<file path="src/hw/sprite_pkg.sv">
package sprite_pkg;

    localparam int screen_w = 160;
    localparam int screen_h = 120;
    localparam int coord_w = 11;
    localparam int sprite_size = 10;                // Box edge of every scene object
    localparam int num_objects = 6;
    localparam int obj_idx_w = $clog2(num_objects + 1); // Also holds one past the last object

    typedef logic [coord_w-1:0] coord_t;

    // 3-bit colour, one bit each for red, green and blue
    typedef enum logic [2:0] {
        colour_black       = 3'b000,
        colour_dark_blue   = 3'b001,
        colour_light_green = 3'b010,
        colour_light_blue  = 3'b011,
        colour_red         = 3'b100,
        colour_pink        = 3'b101,
        colour_yellow      = 3'b110,
        colour_white       = 3'b111
    } colour_t;

    typedef enum logic [1:0] {
        glyph_fill,     // Whole box painted, size taken from the order
        glyph_square,   // Also used for blocks
        glyph_spike
    } glyph_t;

    typedef struct packed {
        glyph_t  glyph;
        colour_t colour;
        coord_t  x_left;
        coord_t  y_bottom;  // Lowest row of the box
        coord_t  width;
        coord_t  height;
    } draw_cmd_t;

    typedef struct packed {
        coord_t  x;
        coord_t  y;
        colour_t colour;
    } pixel_t;

    typedef enum logic [2:0] {
        seq_idle,
        seq_clear,
        seq_object,
        seq_wait,
        seq_done
    } seq_state_t;

    // Row spans listed from the top row down
    // First index picks square (0) or spike (1)
    localparam logic [3:0] span_start [2][sprite_size] = '{
        '{4'd0, 4'd0, 4'd0, 4'd0, 4'd0, 4'd0, 4'd0, 4'd0, 4'd0, 4'd0},
        '{4'd4, 4'd4, 4'd3, 4'd3, 4'd2, 4'd2, 4'd1, 4'd1, 4'd0, 4'd0}
    };
    localparam logic [3:0] span_end [2][sprite_size] = '{
        '{4'd9, 4'd9, 4'd9, 4'd9, 4'd9, 4'd9, 4'd9, 4'd9, 4'd9, 4'd9},
        '{4'd5, 4'd5, 4'd6, 4'd6, 4'd7, 4'd7, 4'd8, 4'd8, 4'd9, 4'd9}
    };

    localparam coord_t sprite_edge = coord_t'(sprite_size);

    // Full screen in black, bottom row is screen_h - 1
    localparam draw_cmd_t clear_cmd = '{glyph_fill, colour_black, coord_t'(0),
        coord_t'(screen_h - 1), coord_t'(screen_w), coord_t'(screen_h)};

    localparam draw_cmd_t scene_objects [num_objects] = '{
        '{glyph_square, colour_red,    11'd59,  11'd89, sprite_edge, sprite_edge}, // Player
        '{glyph_square, colour_yellow, 11'd69,  11'd89, sprite_edge, sprite_edge},
        '{glyph_square, colour_yellow, 11'd99,  11'd59, sprite_edge, sprite_edge},
        '{glyph_spike,  colour_white,  11'd139, 11'd89, sprite_edge, sprite_edge},
        '{glyph_spike,  colour_white,  11'd149, 11'd59, sprite_edge, sprite_edge},
        '{glyph_spike,  colour_white,  11'd159, 11'd89, sprite_edge, sprite_edge}  // Mostly off screen
    };

    // True if column col of box row row is painted for this glyph
    function automatic logic span_hit(glyph_t glyph, coord_t row, coord_t col);
        int sel;
        if (glyph == glyph_fill) begin
            return 1'b1;
        end
        if (row >= sprite_edge) begin
            return 1'b0;    // Shaped glyphs are ten rows tall
        end
        sel = (glyph == glyph_spike) ? 1 : 0;
        return (col >= coord_t'(span_start[sel][row[3:0]])) &&
               (col <= coord_t'(span_end[sel][row[3:0]]));
    endfunction

    function automatic logic on_screen(coord_t x, coord_t y);
        return (x < coord_t'(screen_w)) && (y < coord_t'(screen_h));
    endfunction

endpackage

</file>
<file path="src/hw/frame_timer.sv">
`timescale 1ns/10ps

module frame_timer #(
    parameter int ticks_per_frame = 833_333   // 50 MHz clock at 60 frames per second
) (
    input  logic clock,
    input  logic rst,
    input  logic run,
    output logic frame_tick
);
    typedef logic [$clog2(ticks_per_frame)-1:0] count_t;

    count_t count;  // Cycles left in this frame

    always_ff @(posedge clock) begin
        if (rst) begin
            count <= count_t'(ticks_per_frame - 1);
            frame_tick <= 1'b0;
        end else begin
            frame_tick <= 1'b0;
            if (run) begin          // Frozen while stopped
                if (count == '0) begin
                    count <= count_t'(ticks_per_frame - 1);
                    frame_tick <= 1'b1;
                end else begin
                    count <= count - count_t'(1);
                end
            end
        end
    end

endmodule

</file>
<file path="src/hw/span_rasterizer.sv">
`timescale 1ns/10ps

module span_rasterizer (
    input  logic                  clock,
    input  logic                  rst,
    input  sprite_pkg::draw_cmd_t cmd,
    input  logic                  cmd_valid,
    output logic                  cmd_ready,
    output logic                  cmd_done,
    output sprite_pkg::pixel_t    pix,
    output logic                  pix_valid,
    input  logic                  pix_ready
);
    import sprite_pkg::*;

    draw_cmd_t cmd_q;       // Order being drawn
    coord_t    row;         // Box row, 0 is the top
    coord_t    col;         // Box column, 0 is the left edge
    coord_t    cur_x;
    coord_t    cur_y;
    logic      busy;
    logic      accept;
    logic      hit;
    logic      advance;
    logic      last_col;
    logic      last_row;

    assign accept = cmd_valid && cmd_ready;
    assign cmd_ready = !busy;

    // Painted by the glyph and inside the screen
    assign hit = busy && span_hit(cmd_q.glyph, row, col) && on_screen(cur_x, cur_y);

    assign pix_valid = hit;
    assign pix.x = cur_x;
    assign pix.y = cur_y;
    assign pix.colour = cmd_q.colour;

    // A dropped position costs one cycle, a real one waits for ready
    assign advance = busy && (!hit || pix_ready);

    assign last_col = (col == cmd_q.width - coord_t'(1));
    assign last_row = (row == cmd_q.height - coord_t'(1));

    always_ff @(posedge clock) begin
        if (rst) begin
            busy <= 1'b0;
            cmd_done <= 1'b0;
            row <= '0;
            col <= '0;
        end else begin
            cmd_done <= 1'b0;
            if (accept) begin
                busy <= 1'b1;
                row <= '0;
                col <= '0;
            end else if (advance) begin
                if (last_col) begin
                    col <= '0;
                    row <= row + coord_t'(1);
                    if (last_row) begin     // Whole box walked
                        busy <= 1'b0;
                        cmd_done <= 1'b1;
                    end
                end else begin
                    col <= col + coord_t'(1);
                end
            end
        end
    end

    // Screen position of the current box cell
    always_ff @(posedge clock) begin
        if (accept) begin
            cmd_q <= cmd;
            cur_x <= cmd.x_left;
            cur_y <= cmd.y_bottom - cmd.height + coord_t'(1);   // Top row
        end else if (advance) begin
            if (last_col) begin
                cur_x <= cmd_q.x_left;
                cur_y <= cur_y + coord_t'(1);
            end else begin
                cur_x <= cur_x + coord_t'(1);
            end
        end
    end

    // Stalled pixel held until taken
    assert property (@(posedge clock) disable iff (rst)
        pix_valid && !pix_ready |=> pix_valid && $stable(pix));

    // No new order offered while one is being drawn
    assert property (@(posedge clock) disable iff (rst)
        busy |-> !cmd_valid);

endmodule

</file>
<file path="src/hw/scene_sequencer.sv">
`timescale 1ns/10ps

module scene_sequencer (
    input  logic                  clock,
    input  logic                  rst,
    input  logic                  frame_tick,
    output sprite_pkg::draw_cmd_t cmd,
    output logic                  cmd_valid,
    input  logic                  cmd_ready,
    input  logic                  cmd_done,
    output logic                  frame_done
);
    import sprite_pkg::*;

    seq_state_t           state;
    logic [obj_idx_w-1:0] obj_idx;  // Next scene object to issue

    always_ff @(posedge clock) begin
        if (rst) begin
            state <= seq_idle;
            obj_idx <= '0;
        end else begin
            case (state)
                seq_idle: begin
                    obj_idx <= '0;
                    if (frame_tick) begin
                        state <= seq_clear;
                    end
                end

                // Black out the screen first
                seq_clear: begin
                    if (cmd_ready) begin
                        state <= seq_wait;
                    end
                end

                seq_object: begin
                    if (cmd_ready) begin
                        state <= seq_wait;
                        obj_idx <= obj_idx + 1'b1;
                    end
                end

                // Next order only once the rasterizer is finished
                seq_wait: begin
                    if (cmd_done) begin
                        if (obj_idx == obj_idx_w'(num_objects)) begin
                            state <= seq_done;
                        end else begin
                            state <= seq_object;
                        end
                    end
                end

                seq_done: begin
                    state <= seq_idle;  // Ticks seen while busy are dropped
                end

                default: begin
                    state <= seq_idle;
                end
            endcase
        end
    end

    always_comb begin
        cmd_valid = (state == seq_clear) || (state == seq_object);
        if (state == seq_object) begin
            cmd = scene_objects[obj_idx];
        end else begin
            cmd = clear_cmd;
        end
    end

    assign frame_done = (state == seq_done);    // One cycle per frame

    // Rasterizer only finishes orders that were issued
    assert property (@(posedge clock) disable iff (rst)
        state == seq_idle |-> !cmd_done);

endmodule

</file>
<file path="src/hw/frame_renderer_top.sv">
`timescale 1ns/10ps

module frame_renderer_top #(
    parameter int ticks_per_frame = 833_333
) (
    input  logic               clock,
    input  logic               rst,
    input  logic               run,
    output sprite_pkg::pixel_t pix,
    output logic               pix_valid,
    input  logic               pix_ready,
    output logic               frame_done
);
    import sprite_pkg::*;

    logic      frame_tick;
    draw_cmd_t cmd;         // Sequencer to rasterizer
    logic      cmd_valid;
    logic      cmd_ready;
    logic      cmd_done;

    frame_timer #(
        .ticks_per_frame(ticks_per_frame)
    ) timer0 (
        .clock(clock),
        .rst(rst),
        .run(run),
        .frame_tick(frame_tick)
    );

    scene_sequencer seq0 (
        .clock(clock),
        .rst(rst),
        .frame_tick(frame_tick),
        .cmd(cmd),
        .cmd_valid(cmd_valid),
        .cmd_ready(cmd_ready),
        .cmd_done(cmd_done),
        .frame_done(frame_done)
    );

    span_rasterizer raster0 (
        .clock(clock),
        .rst(rst),
        .cmd(cmd),
        .cmd_valid(cmd_valid),
        .cmd_ready(cmd_ready),
        .cmd_done(cmd_done),
        .pix(pix),
        .pix_valid(pix_valid),
        .pix_ready(pix_ready)
    );

endmodule

</file>
<file path="config.mk">
export PLATFORM = sky130hd
export DESIGN_NAME = frame_renderer_top
export DESIGN_NICKNAME = d
export VERILOG_FILES = /design/src/hw/sprite_pkg.sv /design/src/hw/frame_timer.sv /design/src/hw/span_rasterizer.sv /design/src/hw/scene_sequencer.sv /design/src/hw/frame_renderer_top.sv
export SDC_FILE = /design/constraint.sdc
export NUM_CORES = 1
export LEC_CHECK = 0
export ABC_AREA = 1
export ABC_CLOCK_PERIOD_IN_PS = 3700
export BUFFER_PORTS_ARGS = -buffer_cell sky130_fd_sc_hd__buf_2
export CAP_MARGIN = 20
export CELL_PAD_IN_SITES_DETAIL_PLACEMENT = 0
export CELL_PAD_IN_SITES_GLOBAL_PLACEMENT = 1
export CORE_ASPECT_RATIO = 1.75
export CORE_MARGIN = 10
export CORE_UTILIZATION = 30
export DETAILED_ROUTE_END_ITERATION = 6
export PLACE_DENSITY_LB_ADDON = 0.1
export SLEW_MARGIN = 20
export SYNTH_ARGS = -nofsm -noshare
export SYNTH_HDL_FRONTEND = slang
export SYNTH_SLANG_ARGS = --single-unit
</file>
<file path="constraint.sdc">
create_clock -name clock -period 3.7 [get_ports clock]
set_clock_uncertainty 0.15 [all_clocks]
set_input_delay 0.37 -clock clock [delete_from_list [all_inputs] [get_ports clock]]
set_output_delay 0.37 -clock clock [all_outputs]
set_load 0.1 [all_outputs]
</file>
==> impl_metrics.json <==
{
  "worst-setup-path-type": "reg -> out",
  "cts_buffers": 9,
  "path_cells": "nor3_1 > nand2_1 > ha_1 > a21oi_1 > nand2_1 > nand2_1 > nand2_1 > nand2_1 > nand2_1 > nand2_1 > and2_1 > buf_2",
  "cts_setup_buffers": 0,
  "die_height_um": 192,
  "row_count": 63,
  "netlist_area_um2": 5100,
  "cts_num_sinks": 87,
  "initial_utilization": 0.302,
  "num-fill-cells": 1907,
  "totalWireLength_um": 14300,
  "worst_setup_path_start_kind": "register",
  "worst-path-max-fanout": 10,
  "crit_slowest_cell": "buf_2",
  "dpl.hpwl_um": 11200,
  "rsz0062_at_grt": "no",
  "yosys_warnings": 0,
  "slew_violations": 0,
  "tns_ns": 0,
  "power.density_nw_per_um2": 849,
  "p_leak_nw": 2.30,
  "pin_count": 31,
  "grt_pass1_wl_um": 23200,
  "drv_cap": 0,
  "cts_root_buffer": "clkbuf_16",
  "io_buffers": 30,
  "first_iter_violations": 178,
  "worstSkewPairLatency_ns": 0.34,
  "syn_nets": 706,
  "synth_cell_types": 35,
  "dr.pass1.iters": 4,
  "outcome": "finished clean",
  "wl_met2_um": 8010,
  "peakVddDrop_mv": 0.640,
  "min_path_cells": 2,
  "drc": 0,
  "rr_endpoint": "raster0.cur_y[4]$_DFFE_PP_",
  "grt_max_degree": 31,
  "cp.required_ns": 3.18,
  "gp_congestion": 0.821,
  "coreArea_um2": 16900,
  "period_minus_slack_ns": 3.25,
  "grt_pass1_vias": 4614,
  "hold_start": "rst",
  "tightest_slew_ns": 0.752,
  "cp.arrival_ns": 2.73,
  "holdBufCountCts": 0,
  "hp-class": "in -> reg",
  "met1_length_um": 5370,
  "cts.htree.levels": 3,
  "syn_avg_cell_area_um2": 7.51,
  "vias": 4447,
  "slowest_delay_ns": 0.43,
  "r2r_cells": 17,
  "drive_above_1_share": 0.0955,
  "dieArea_um2": 22800,
  "r2r_setup_slack_ns": 0.67,
  "ant_nets": 0,
  "viasPerCell": 4.74,
  "die_w_um": 119,
  "clockBufferDepth": 2,
  "setup_viol": 0,
  "fin_crit_sh": 0.878,
  "cp-end-kind": "output pin",
  "holdPathEnd": "raster0.busy$_SDFFE_PP0P_",
  "gr-usage-all-layers": 0.127,
  "synth_seq_cells": 87,
  "avgRoutedWirePerCell_um": 15.2,
  "met3WireLength_um": 339,
  "slew_headroom": 0.494,
  "syn2layout_area_growth_pct": 12.7,
  "fmax_mhz": 308,
  "cp_common_cell": "nand2_1",
  "cts_resized": 0,
  "fin_util": 0.341,
  "clk_pin_slew_ns": 0.06,
  "startpoint": "raster0.row[3]$_SDFFE_PP0P_",
  "yosysSeqAreaShare": 0.412,
  "grt_overflow_total": 0,
  "cts_tree": "yes",
  "layout.nets": 734,
  "synth_cells": 679,
  "antenna_found_initial": 0,
  "r2r-start": "raster0.row[3]$_SDFFE_PP0P_",
  "hold_viol_final": 0,
  "insertedDiodeCount": 0,
  "route.top_layer_used": "met4"
}
placed cells by master, fill, tap and decap left out, types with 3 or more instances in the layout:
master     instances
or2_2              8
ha_1              23
nand3b_1           3
nor2_1            78
a21oi_1           54
inv_1             90
xnor2_1            8
nor4_1             8
nand4_1           19
edfxtp_1          36
a31oi_1            3
dfxtp_1           51
clkbuf_16          9
xor2_1            18
o21ai_0           45
nand3_1           35
nor3_1            21
buf_2             30
nand2_1          139
buf_4              9
metrics by stage:
step	instances	total power [mW]	setup slack (ns)	hold WS [ns]	area, µm²
final	939	4.88	0.450	0.114	5750
after global routing	939	5.22	0.242	0.121	5750
after CTS	939	4.97	0.447	0.106	5750
after detailed placement	923	4.05	0.679	0.305	5460
after global placement	923	4.03	0.653	0.292	5460
after floorplan	679	3.52	0.665	0.273	5100
cells by family after synthesis:
| logic type | after synthesis | synth area share |
|---|---|---|
| flip-flops | 87 | 0.412 |
| adder cells (fa/ha/maj) | 23 | 0.0564 |
| XOR/XNOR | 26 | 0.0447 |
| AND/OR/NAND/NOR | 322 | 0.282 |
| buffers and inverters | 113 | 0.0947 |
| AO/OA/AOI/OAI | 108 | 0.110 |
worst max-delay path: cells and delay by family, from the launching register on:
| kind | cells | cell delay, ns |
|---|---|---|
| fa+ha+maj | 1 | 0.36 |
| compound gates | 1 | 0.16 |
| simple gates | 9 | 1.04 |
| buf+inv | 1 | 0.43 |
| flops | 1 | 0.41 |
flip-flops by register name (all words and copies together) (netlist names), 2 cells and up:
| name | count |
|---|---|
| seq0.state | 3 |
| raster0.cur_y | 11 |
| raster0.row | 11 |
| raster0.cur_x | 11 |
| raster0.col | 11 |
| raster0.pix | 2 |
| timer0.count | 20 |
| seq0.obj_idx | 3 |
| raster0.cmd_q | 12 |
Yosys cell counts, drive strengths merged:
library cell	count	area, µm²
a21o	1	7.51
o21ai	45	225
nor4	8	50.1
clkbuf	5	20.0
o211ai	2	15.0
ha	23	288
nor3	24	141
nand3	37	195
a31oi	3	18.8
and3	1	6.26
xor2	18	158
o21a	1	7.51
nor2	79	297
inv	90	338
edfxtp	36	1080
nor3b	1	18.8
a22oi	1	7.51
nand3b	3	22.5
or2	9	56.3
buf	17	121
xnor2	8	70.1
a21oi	54	270
a211oi	1	7.51
nand2	139	522
nand4	19	119
clkinv	1	3.75
and2	2	12.5
dfxtp	51	1020
per-layer routing:
| metal | global-route usage | vias up |
|---|---|---|
| met3 | 0.0217 | 33 |
| met5 | 0 | - |
| met1 | 0.120 | 2065 |
| met4 | 0.0679 | 0 |
| li1 | - | 2287 |
| met2 | 0.251 | 62 |
worst max path at each step:
stage / to / slack [ns] / cells past startpoint
floorplan: raster0.cur_y[0]$_SDFFCE_PP0P_ / 0.67 / 17
global placement: raster0.cur_x[8]$_SDFFCE_PP0N_ / 0.65 / 16
detailed placement: raster0.cur_x[10]$_SDFFCE_PP0N_ / 0.68 / 16
CTS: pix_valid / 0.45 / 12
global route: pix_valid / 0.24 / 12
finish: pix_valid / 0.45 / 12
cell type report:
type                    instances  area [µm²]  area share
clock buffers                  12         238      0.0414
clock inverters                 4        47.5     0.00827
inverters                      91         342      0.0594
multi-input cells             479        2520       0.438
flip-flops and latches         87        2100       0.366
well taps                     227         284      0.0494
repair buffers                 39         218      0.0379
where the power goes:
group,switching [mW],total [mW],internal [mW]
clock network,0.370,0.895,0.525
registers,0.203,1.59,1.39
logic,1.89,2.40,0.505
No activity file was read; power rests on OpenSTA's default activity.
